$ cat src/battlePkg.sv
package battlePkg;

    ////////////////////////////////////////////////////////////
    // Arena geometry
    ////////////////////////////////////////////////////////////

    localparam logic [7:0] ArenaMax   = 8'd200;
    localparam logic [7:0] PlayerSize = 8'd16;
    localparam logic [7:0] BulletSize = 8'd8;
    localparam logic [7:0] PlayerStep = 8'd4;
    localparam logic [7:0] BulletStep = 8'd6;
    localparam logic [7:0] StartPos   = 8'd92;

    // Highest legal top-left corner for each box
    localparam logic [7:0] PlayerLimit = ArenaMax - PlayerSize;
    localparam logic [7:0] BulletLimit = ArenaMax - BulletSize;

    ////////////////////////////////////////////////////////////
    // Hit points
    ////////////////////////////////////////////////////////////

    localparam logic [7:0] StartHp      = 8'd100;
    localparam logic [7:0] BulletDamage = 8'd5;
    localparam logic [7:0] AttackDamage = 8'd10;
    localparam logic [7:0] HealAmount   = 8'd8;

    // ASCII key codes from the UART
    localparam logic [7:0] KeyUp     = 8'h77;  // w
    localparam logic [7:0] KeyDown   = 8'h73;  // s
    localparam logic [7:0] KeyLeft   = 8'h61;  // a
    localparam logic [7:0] KeyRight  = 8'h64;  // d
    localparam logic [7:0] KeyAttack = 8'h6a;  // j
    localparam logic [7:0] KeyHeal   = 8'h6b;  // k

    typedef enum logic [1:0] {DirUp, DirDown, DirLeft, DirRight} moveDir;

    typedef struct packed {
        logic   move;
        moveDir dir;
        logic   attack;
        logic   heal;
    } playerCmd;

    typedef struct packed {
        logic [7:0] x;
        logic [7:0] y;
    } boxPos;

    typedef struct packed {
        boxPos pos;
        logic  blue;
    } bulletState;

    typedef struct packed {
        logic playerHit;
        logic monsterHit;
        logic playerHeal;
    } hpDelta;

    typedef struct packed {
        logic [7:0] playerHp;
        logic [7:0] monsterHp;
        logic       playerDead;
        logic       monsterDead;
    } battleStatus;

endpackage

$ cat src/keyDecoder.sv
module keyDecoder (
    input  logic                clk_20hz,
    input  logic                reset,
    input  logic [7:0]          key,
    input  logic                keyValid,
    input  logic                frozen,
    output battlePkg::playerCmd cmd
);
    import battlePkg::*;

    playerCmd decoded;

    // Unknown codes fall through to an idle command
    always_comb
    begin
        decoded = '0;
        case (key)
            KeyUp:
            begin
                decoded.move = 1'b1;
                decoded.dir  = DirUp;
            end
            KeyDown:
            begin
                decoded.move = 1'b1;
                decoded.dir  = DirDown;
            end
            KeyLeft:
            begin
                decoded.move = 1'b1;
                decoded.dir  = DirLeft;
            end
            KeyRight:
            begin
                decoded.move = 1'b1;
                decoded.dir  = DirRight;
            end
            KeyAttack: decoded.attack = 1'b1;
            KeyHeal:   decoded.heal   = 1'b1;
            default:   decoded = '0;
        endcase
    end

    // Command lives for one tick only
    always_ff @(posedge clk_20hz)
    begin
        if (reset)
            cmd <= '0;
        else if (keyValid && !frozen)
            cmd <= decoded;
        else
            cmd <= '0;
    end

    ////////////////////////////////////////////////////////////
    // Checks
    ////////////////////////////////////////////////////////////

    oneActionAtATime: assert property (@(posedge clk_20hz) disable iff (reset)
        $onehot0({cmd.move, cmd.attack, cmd.heal}));

endmodule

$ cat src/playerMover.sv
module playerMover (
    input  logic                clk_20hz,
    input  logic                reset,
    input  battlePkg::playerCmd cmd,
    output battlePkg::boxPos    player,
    output logic                moved
);
    import battlePkg::*;

    boxPos nextPos;

    // One step in the commanded direction, clamped at the walls
    always_comb
    begin
        nextPos = player;
        if (cmd.move)
        begin
            case (cmd.dir)
                DirUp:
                    nextPos.y = (player.y < PlayerStep) ? 8'd0 : player.y - PlayerStep;
                DirDown:
                    nextPos.y = (player.y > PlayerLimit - PlayerStep) ? PlayerLimit
                                                                       : player.y + PlayerStep;
                DirLeft:
                    nextPos.x = (player.x < PlayerStep) ? 8'd0 : player.x - PlayerStep;
                DirRight:
                    nextPos.x = (player.x > PlayerLimit - PlayerStep) ? PlayerLimit
                                                                       : player.x + PlayerStep;
                default:
                    nextPos = player;
            endcase
        end
    end

    always_ff @(posedge clk_20hz)
    begin
        if (reset)
        begin
            player <= '{x: StartPos, y: StartPos};
            moved  <= 1'b0;
        end
        else
        begin
            player <= nextPos;
            moved  <= (nextPos != player);  // a move into a wall does not count
        end
    end

    playerInArena: assert property (@(posedge clk_20hz) disable iff (reset)
        player.x <= PlayerLimit && player.y <= PlayerLimit);

endmodule

$ cat src/bulletField.sv
module bulletField (
    input  logic                  clk_20hz,
    input  logic                  reset,
    input  logic                  run,
    input  logic [7:0]            bulletRow,
    output battlePkg::bulletState bullet
);
    import battlePkg::*;

    logic [8:0] stepX;
    logic       wrap;

    // Extra bit keeps the sum honest near the right edge
    assign stepX = {1'b0, bullet.pos.x} + {1'b0, BulletStep};
    assign wrap  = stepX > {1'b0, BulletLimit};

    always_ff @(posedge clk_20hz)
    begin
        if (reset)
            bullet <= '0;
        else if (run)
        begin
            bullet.pos.y <= bulletRow;
            if (wrap)
            begin
                // Back to the left edge for a pass in the other colour
                bullet.pos.x <= 8'd0;
                bullet.blue  <= ~bullet.blue;
            end
            else
            begin
                bullet.pos.x <= stepX[7:0];
            end
        end
    end

endmodule

$ cat src/collisionCheck.sv
module collisionCheck (
    input  battlePkg::boxPos player,
    input  battlePkg::boxPos bullet,
    output logic             hit
);
    import battlePkg::*;

    logic overlapX;
    logic overlapY;

    // Far edges may pass 255, so compare on nine bits
    assign overlapX = ({1'b0, player.x} < {1'b0, bullet.x} + {1'b0, BulletSize}) &&
                      ({1'b0, bullet.x} < {1'b0, player.x} + {1'b0, PlayerSize});

    assign overlapY = ({1'b0, player.y} < {1'b0, bullet.y} + {1'b0, BulletSize}) &&
                      ({1'b0, bullet.y} < {1'b0, player.y} + {1'b0, PlayerSize});

    assign hit = overlapX && overlapY;

endmodule

$ cat src/damageCalculator.sv
module damageCalculator (
    input  logic                clk_20hz,
    input  logic                reset,
    input  battlePkg::playerCmd cmd,
    input  logic                hit,
    input  logic                moved,
    input  logic                blue,
    output battlePkg::hpDelta   delta
);
    import battlePkg::*;

    logic hurts;

    // White always hurts, blue only catches a moving player
    assign hurts = hit && (!blue || moved);

    always_ff @(posedge clk_20hz)
    begin
        if (reset)
            delta <= '0;
        else
        begin
            delta.playerHit  <= hurts;
            delta.monsterHit <= cmd.attack;
            delta.playerHeal <= cmd.heal;
        end
    end

endmodule

$ cat src/hpTracker.sv
module hpTracker (
    input  logic                   clk_20hz,
    input  logic                   reset,
    input  battlePkg::hpDelta      delta,
    output battlePkg::battleStatus status,
    output logic                   frozen
);
    import battlePkg::*;

    logic signed [9:0] playerSum;
    logic [7:0]        playerNext;
    logic [7:0]        monsterNext;

    ////////////////////////////////////////////////////////////
    // Next hit points
    ////////////////////////////////////////////////////////////

    // Hit and heal in the same tick net out before clamping
    always_comb
    begin
        playerSum = $signed({2'b00, status.playerHp});
        if (delta.playerHit)
            playerSum = playerSum - $signed({2'b00, BulletDamage});
        if (delta.playerHeal)
            playerSum = playerSum + $signed({2'b00, HealAmount});

        if (playerSum < 10'sd0)
            playerNext = 8'd0;
        else if (playerSum > $signed({2'b00, StartHp}))
            playerNext = StartHp;
        else
            playerNext = playerSum[7:0];

        monsterNext = status.monsterHp;
        if (delta.monsterHit)
            monsterNext = (status.monsterHp < AttackDamage) ? 8'd0
                                                            : status.monsterHp - AttackDamage;
    end

    assign frozen = status.playerDead | status.monsterDead;

    always_ff @(posedge clk_20hz)
    begin
        if (reset)
            status <= '{playerHp: StartHp, monsterHp: StartHp,
                        playerDead: 1'b0, monsterDead: 1'b0};
        else if (!frozen)
        begin
            status.playerHp    <= playerNext;
            status.monsterHp   <= monsterNext;
            status.playerDead  <= (playerNext == 8'd0);
            status.monsterDead <= (monsterNext == 8'd0);
        end
    end

    hpCeiling: assert property (@(posedge clk_20hz) disable iff (reset)
        status.playerHp <= StartHp);

endmodule

$ cat src/battleCore.sv
module battleCore (
    input  logic                   clk_20hz,
    input  logic                   reset,
    input  logic [7:0]             key,
    input  logic                   keyValid,
    input  logic [7:0]             bulletRow,
    input  logic                   run,
    output battlePkg::boxPos       player,
    output battlePkg::bulletState  bullet,
    output battlePkg::battleStatus status
);
    import battlePkg::*;

    playerCmd cmd;
    hpDelta   delta;
    logic     moved;
    logic     hit;
    logic     frozen;

    ////////////////////////////////////////////////////////////
    // Decode
    ////////////////////////////////////////////////////////////

    keyDecoder keyDecoder_i (
        .clk_20hz (clk_20hz),
        .reset    (reset),
        .key      (key),
        .keyValid (keyValid),
        .frozen   (frozen),
        .cmd      (cmd)
    );

    ////////////////////////////////////////////////////////////
    // Execute
    ////////////////////////////////////////////////////////////

    playerMover playerMover_i (
        .clk_20hz (clk_20hz),
        .reset    (reset),
        .cmd      (cmd),
        .player   (player),
        .moved    (moved)
    );

    bulletField bulletField_i (
        .clk_20hz  (clk_20hz),
        .reset     (reset),
        .run       (run),
        .bulletRow (bulletRow),
        .bullet    (bullet)
    );

    collisionCheck collisionCheck_i (
        .player (player),
        .bullet (bullet.pos),
        .hit    (hit)
    );

    damageCalculator damageCalculator_i (
        .clk_20hz (clk_20hz),
        .reset    (reset),
        .cmd      (cmd),
        .hit      (hit),
        .moved    (moved),
        .blue     (bullet.blue),
        .delta    (delta)
    );

    // Result stage, frozen loops back to stop the decoder
    hpTracker hpTracker_i (
        .clk_20hz (clk_20hz),
        .reset    (reset),
        .delta    (delta),
        .status   (status),
        .frozen   (frozen)
    );

endmodule

$ cat config.mk
export PLATFORM = sky130hd
export DESIGN_NAME = battleCore
export DESIGN_NICKNAME = d
export VERILOG_FILES = /design/src/battlePkg.sv /design/src/keyDecoder.sv /design/src/playerMover.sv /design/src/bulletField.sv /design/src/collisionCheck.sv /design/src/damageCalculator.sv /design/src/hpTracker.sv /design/src/battleCore.sv
export SDC_FILE = /design/constraint.sdc
export NUM_CORES = 1
export LEC_CHECK = 0
export BUFFER_PORTS_ARGS = -buffer_cell sky130_fd_sc_hd__buf_2
export CORE_MARGIN = 10
export CORE_UTILIZATION = 55
export CTS_CLUSTER_SIZE = 12
export DETAILED_ROUTE_END_ITERATION = 12
export GPL_TIMING_DRIVEN = 0
export PLACE_DENSITY = 0.77
export SYNTH_ARGS = -nofsm -noshare
export SYNTH_HDL_FRONTEND = slang
export SYNTH_SLANG_ARGS = --single-unit
export TNS_END_PERCENT = 10
$ cat constraint.sdc
create_clock -name clk_20hz -period 3 [get_ports clk_20hz]
set_input_delay 0.45 -clock clk_20hz [delete_from_list [all_inputs] [get_ports clk_20hz]]
set_output_delay 0.45 -clock clk_20hz [all_outputs]
set_load 0.005 [all_outputs]
==> flow_summary.toml, run 1 <==
[synthesis]
synth_cells = 610
yosysUniqueCellTypes = 68
ys_ff_latch = 59
synth_area_mm2 = 0.00474
synth_area_per_cell_um2 = 7.78
synth_edf_count = 0
async_flop_share_pct = 0
synth_nets = 676
synth_flop_cell = "dfxtp_1"
yosysWarningCount = 0
yosysSeqAreaShare_pct = 24.9

[flow_run]
maxCapViolations = 0

[sta]
grt_setup_unrepaired = "yes"
setup_viol = 0
hold_slack_ns = 0.345
hold_viol = 0
max_freq_ghz = 0.341
maxSlewHeadroom_pct = 49.9
tightest_slew_ns = 0.749
fin_skew_ns = 0.00865
drv_slew = 0
fin_crit_ns = 2.93
final.period_utilization_pct = 97.7

[clocking]
numCtsBuffers = 9
cts-root-buf = "clkbuf_8"
cts_buffer_depth = 2
clkTransAtPathRegs_ns = 0.07
ctsHoldBuffers = 0
htreeDepth = 3
tritoncts = "done"
clock_sinks = 59
insertion_delay_ns = 0.34

[global_route]
antenna_found_initial = 0
grt_pass1_vias = 4736
grtUsageMet3_pct = 4.75
overflow = 0
grt_pass1_wl_mm = 22.9
grt_max_degree = 13
grt.busiest_layer = "met2"
gr-usage-met1_pct = 27.5
met2_usage_pct = 33.6
track_usage_pct = 20.9

[layout]
syn2layout_area_growth_pct = 16.2
multi_input_area_mm2 = 0.00337
final_nets = 758
seq_area_mm2 = 0.00119
final_cell_mix = "buf_2, dfxtp_1, nor2_1, nand2_1, ha_1"
fill_cells = 736
diodes = 0
post-route-util_pct = 66.5
drive_above_1_share_pct = 18.8
final_common_cell = "buf_2"

[detailed_routing]
routed_wl_mm = 13.8
wl_per_cell_um = 17.2
vias_per_cell = 6.06
drcViolationCount = 0
vias = 4861
firstDrtPassIters = 5
ant_nets = 0
drtIter0Drc = 281

[critical_path]
crit_arrival_ns = 3.19
reg2reg_to = "hpTracker_i.status[1]$_SDFFE_PP0N_"
crit_path_start_kind = "flip-flop"
end_kind = "flip-flop"
path_max_fanout = 8
r2r_slack_ns = 0.07
required_ns = 3.26
r2r-start = "hpTracker_i.status[13]$_SDFFE_PP0N_"
reg2reg_depth = 11
path_class = "flip-flop to flip-flop"

[die]
die_area_mm2 = 0.0127
fp-row-count = 33
die_w_um = 113
die_y_um = 113
io_pins = 71
core_mm2 = 0.00830
start_util_pct = 57.2

[hold_path]
worstHoldEndpoint = "bulletField_i.bullet[1]$_SDFFE_PP0P_"
hp-class = "input pin to flip-flop"
min_from = "bulletRow[0]"
min_path_cells = 3

[place]
gp_congestion = 0.947
dp_hpwl_mm = 10.3
port_buffers = 69

[run_status]
status = "complete, no violations"

[power_and_ir_drop]
switching_share_pct = 24.8
intPower_uw = 1260
power.share.clock_pct = 43.2
p_comb_share_pct = 8.2
seqPwrFrac_pct = 48.6
irDropWorstVdd_v = 0.000295
powerDensity_mw_per_mm2 = 304
switchingPower_uw = 416
p_leak_uw = 0.00235
[logic make-up (layout without fill, tap and decap cells)]
kind of cell	count (synthesis)	after routing	synth area share, %
buf+inv	69	155	5.99
fa+ha+maj	47	47	12.3
xor+xnor	27	27	4.98
simple gates	225	225	23.9
compound gates	163	164	23.6
flops	59	59	24.9
other cells	1	1	0.0790
mux	19	19	4.14
[state kept, by name, summed over array words and instances, names as in the netlist]
signal / cells
playerMover_i.player: 16
keyDecoder_i.cmd: 5
hpTracker_i.status: 18
damageCalculator_i.delta: 3
playerMover_i.moved: 1
bulletField_i.bullet: 16
[how the worst max path moves through the flow]
stage                                        startpoint                             endpoint  slack (ns)  depth (start not counted)
global route        hpTracker_i.status[10]$_SDFFE_PP0N_   hpTracker_i.status[1]$_SDFFE_PP0N_       -0.06                         15
finish              hpTracker_i.status[13]$_SDFFE_PP0N_   hpTracker_i.status[1]$_SDFFE_PP0N_        0.07                         11
CTS                  playerMover_i.player[4]$_SDFF_PP1_       playerMover_i.moved$_SDFF_PP0_      0.0004                          9
floorplan           hpTracker_i.status[10]$_SDFFE_PP0N_   hpTracker_i.status[1]$_SDFFE_PP0N_        0.15                         15
detailed placement  hpTracker_i.status[11]$_SDFFE_PP0N_  hpTracker_i.status[10]$_SDFFE_PP0N_       -0.15                         14
global placement    hpTracker_i.status[10]$_SDFFE_PP0N_   hpTracker_i.status[1]$_SDFFE_PP0N_        -0.1                         15
[routing by layer]
layer,share of wire (%),up-vias
met4,1.5,0
met2,47,189
met1,45,2281
li1,-,2373
met5,0,-
met3,6.8,18
[cell usage after synthesis (3+ instances only)]
master	count	share of area [%]
a211oi_1	3	0.47
o211ai_1	11	1.7
or3_1	7	0.92
nor2b_1	12	1.6
xor2_1	11	2.0
dfxtp_1	59	25
a21oi_1	36	3.8
a21o_1	9	1.4
nand2_1	50	4.0
xnor2_1	16	3.0
clkbuf_1	21	1.7
o31ai_1	3	0.47
a2111oi_0	3	0.55
nor2_1	54	4.3
nand2b_1	10	1.3
nor3b_1	5	0.79
a211o_1	4	0.74
buf_1	5	0.40
a32oi_1	4	0.74
a22oi_1	5	0.79
mux2_2	5	1.2
nor4b_1	4	0.74
nor4_1	4	0.53
nor3_1	27	2.8
a221oi_1	3	0.55
or2_2	8	1.1
nand4_1	4	0.53
ha_1	46	12
nand3_1	22	2.3
o22ai_1	9	1.2
a31oi_1	10	1.3
inv_1	37	2.9
and3_1	4	0.53
and2_1	4	0.53
mux2i_1	14	3.0
o21a_1	3	0.47
o21ai_0	32	3.4
a311oi_1	4	0.74
[area by class of cell]
type | instances | share of cell area, %
multi-input combinational | 483 | 61.0
sequential | 59 | 21.5
timing repair buffer | 70 | 6.40
buffer | 32 | 2.63
clock buffer | 11 | 2.56
inverter | 37 | 2.52
tap | 105 | 2.38
clock inverter | 5 | 0.953
[worst max-delay path: stages (launching register included)]
cell and delay [ns]:
dfxtp_1 0.39, nor2b_1 0.46, nand2_8 0.12, xnor2_2 0.16, ha_2 0.21, and3_1 0.18, and2_1 0.18, a32oi_2 0.34
o22ai_2 0.16, a21boi_4 0.19, a21boi_2 0.19, o32ai_2 0.25
[power groups by stage]
| stage | logic (uW) | clock network [uW] | registers (uW) |
|---|---|---|---|
| final | 138 | 723 | 815 |
| after global routing | 158 | 769 | 817 |
| after CTS | 138 | 731 | 814 |
| after detailed placement | 136 | 0 | 832 |
| after global placement | 130 | 0 | 832 |
| after floorplan | 84.2 | 0 | 827 |
[stage by stage]
| stage | total power, uW | setup WS, ns | TNS (ns) | std cells | instance area (um2) |
|---|---|---|---|---|---|
| detailed placement | 968 | -0.151 | -0.560 | 784 | 5220 |
| global route | 1740 | -0.0555 | -0.0933 | 802 | 5520 |
| global placement | 962 | -0.0969 | -0.226 | 784 | 5220 |
| floorplan | 911 | 0.152 | 0 | 610 | 4740 |
| finish | 1680 | 0.0703 | 0 | 802 | 5520 |
| CTS | 1680 | 0.000410 | 0 | 801 | 5450 |
[what timing repair did]
item / 4_1_cts / 5_1_grt
setup buffers: 0 / 1
resized for setup: 7 / 15
gates cloned: 1 / 0
endpoints found under the setup margin: 8 / 8
pin swaps: 1 / 4
Power figures use the tool's default switching activity.
==> inputs of run 2 (changes only) <==
- BUFFER_PORTS_ARGS: -buffer_cell sky130_fd_sc_hd__buf_2 -> -buffer_cell sky130_fd_sc_hd__buf_4
==> flow_summary.toml, run 2 (synthesis gave the netlist of run 1 again) <==
[die]
die_y_um = 113
io_pins = 71
die_w_um = 113
core_mm2 = 0.00830
die_area_mm2 = 0.0127
fp-row-count = 33
start_util_pct = 57.2

[sta]
setup_ws_ns = 0.191
tightest_slew_ns = 0.768
grt_setup_unrepaired = "no"
final.period_utilization_pct = 93.6
max_freq_ghz = 0.356
setup_viol = 0
drv_slew = 0
fin_crit_ns = 2.81
fin_skew_ns = 0.00594
hold_viol = 0
maxSlewHeadroom_pct = 48.6

[critical_path]
crit_arrival_ns = 3.06
required_ns = 3.25
crit_path_start_kind = "flip-flop"
r2r-start = "hpTracker_i.status[10]$_SDFFE_PP0N_"
reg2reg_to = "hpTracker_i.status[1]$_SDFFE_PP0N_"
path_class = "flip-flop to flip-flop"
slowest_stage = "dfxtp_2"
slowest_delay_ns = 0.33
crit_family = "compound AO/OA/AOI/OAI gates"
reg2reg_depth = 14
r2r_slack_ns = 0.19
path_max_fanout = 8
end_kind = "flip-flop"
crit_chain = "buf_6 > inv_1 > ha_1 > nand2b_4 > nand2_4 > xnor2_2 > ha_2 > and3_4 > and2_1 > a32oi_2 > o22ai_2 > a21boi_4 > a21boi_2 > o32ai_2"
worst-path-buf-inv = 2

[global_route]
grt_pass1_vias = 4761
overflow = 0
antenna_found_initial = 0
grt_pass1_wl_mm = 23.0
grt_max_degree = 13
track_usage_pct = 21.0

[detailed_routing]
ant_nets = 0
wl_per_cell_um = 17.1
routed_wl_mm = 13.7
drcViolationCount = 0
firstDrtPassIters = 5
vias = 4892
drtIter0Drc = 290
vias_per_cell = 6.09

[power_and_ir_drop]
powerDensity_mw_per_mm2 = 287
p_leak_uw = 0.00238
irDropWorstVdd_v = 0.000241

[place]
dp_hpwl_mm = 10.3
dpl_worst_slack_ns = -0.189
gp_congestion = 0.983
port_buffers = 69
post_dp_cell_area_mm2 = 0.00539

[layout]
fill_cells = 711
stdcell_area_mm2 = 0.00568
largest_reg_flops = 18
syn2layout_area_growth_pct = 19.6
drive_above_1_share_pct = 18.9
seq_area_mm2 = 0.00119
final_nets = 759
final_common_cell = "buf_4"
multi_input_area_mm2 = 0.00336
reg_top3 = "hpTracker_i.status (18), bulletField_i.bullet (16), playerMover_i.player (16)"
largest_register = "hpTracker_i.status"
diodes = 0
final_cell_mix = "buf_4, nor2_1, dfxtp_1, nand2_1, ha_1"

[hold_path]
min_from = "key[0]"
hp-class = "input pin to flip-flop"
min_path_cells = 2
worstHoldEndpoint = "keyDecoder_i.cmd[1]$_SDFF_PP0_"

[clocking]
cts_buffer_depth = 2
clock_sinks = 59
clkTransAtPathRegs_ns = 0.07
htreeDepth = 3
tritoncts = "done"
cts-root-buf = "clkbuf_8"
insertion_delay_ns = 0.34
numCtsBuffers = 9

[flow_run]
maxCapViolations = 0

[run_status]
status = "complete, no violations"
-- run 2: cell type report --
class	instances	area share, %
multi-input combinational	483	59.2
clock buffer	12	2.73
timing repair buffer	71	9.39
inverter	37	2.45
sequential	59	20.9
buffer	32	2.56
clock inverter	4	0.441
tap	105	2.31
-- run 2: where the power goes --
part | total, uW | internal, uW | switching [uW]
logic | 151 | 75.6 | 75.6
registers | 816 | 794 | 22.0
clock network | 664 | 342 | 322
total | 1630 | 1210 | 420
-- run 2: worst register-to-register path: stages (launching register included) --
cell	delay [ns]
dfxtp_2	0.33
buf_6	0.13
inv_1	0.06
ha_1	0.18
nand2b_4	0.16
nand2_4	0.08
xnor2_2	0.16
ha_2	0.21
and3_4	0.17
and2_1	0.18
a32oi_2	0.33
o22ai_2	0.14
a21boi_4	0.17
a21boi_2	0.19
o32ai_2	0.25
-- run 2: worst max-delay path by stage --
stage                                         endpoint  depth (start not counted)                                 from
finish              hpTracker_i.status[1]$_SDFFE_PP0N_                         14  hpTracker_i.status[10]$_SDFFE_PP0N_
global route        hpTracker_i.status[1]$_SDFFE_PP0N_                         15  hpTracker_i.status[10]$_SDFFE_PP0N_
CTS                 hpTracker_i.status[1]$_SDFFE_PP0N_                         15  hpTracker_i.status[10]$_SDFFE_PP0N_
detailed placement  hpTracker_i.status[1]$_SDFFE_PP0N_                         14  hpTracker_i.status[11]$_SDFFE_PP0N_
global placement    hpTracker_i.status[1]$_SDFFE_PP0N_                         14  hpTracker_i.status[11]$_SDFFE_PP0N_
floorplan           hpTracker_i.status[1]$_SDFFE_PP0N_                         15  hpTracker_i.status[10]$_SDFFE_PP0N_
-- run 2: what timing repair did --
item                       4_1_cts  5_1_grt
pin swaps                        1        3
cloned                           1        0
setup endpoints to repair        7        9
gates resized for setup          4       18
setup buffers                    1        1
hold endpoints to repair         0        0
hold buffers                     0        0
-- run 2: stage by stage --
stage	hold WS [ns]	TNS [ns]	power [uW]	util, %	cells
floorplan	0.414	0	911	-	610
global placement	0.419	-0.233	975	65.0	784
detailed placement	0.423	-0.811	983	65.0	784
CTS	0.317	0	1640	67.5	802
global route	0.317	0	1700	68.4	803
finish	0.328	0	1630	68.4	803
-- run 2: per-layer routing --
| layer | track usage, % | part of all wire [%] |
|---|---|---|
| met4 | 5.25 | 1.9 |
| met2 | 33.3 | 45 |
| met1 | 27.5 | 45 |
| met5 | 0 | 0 |
| met3 | 5.65 | 8.3 |
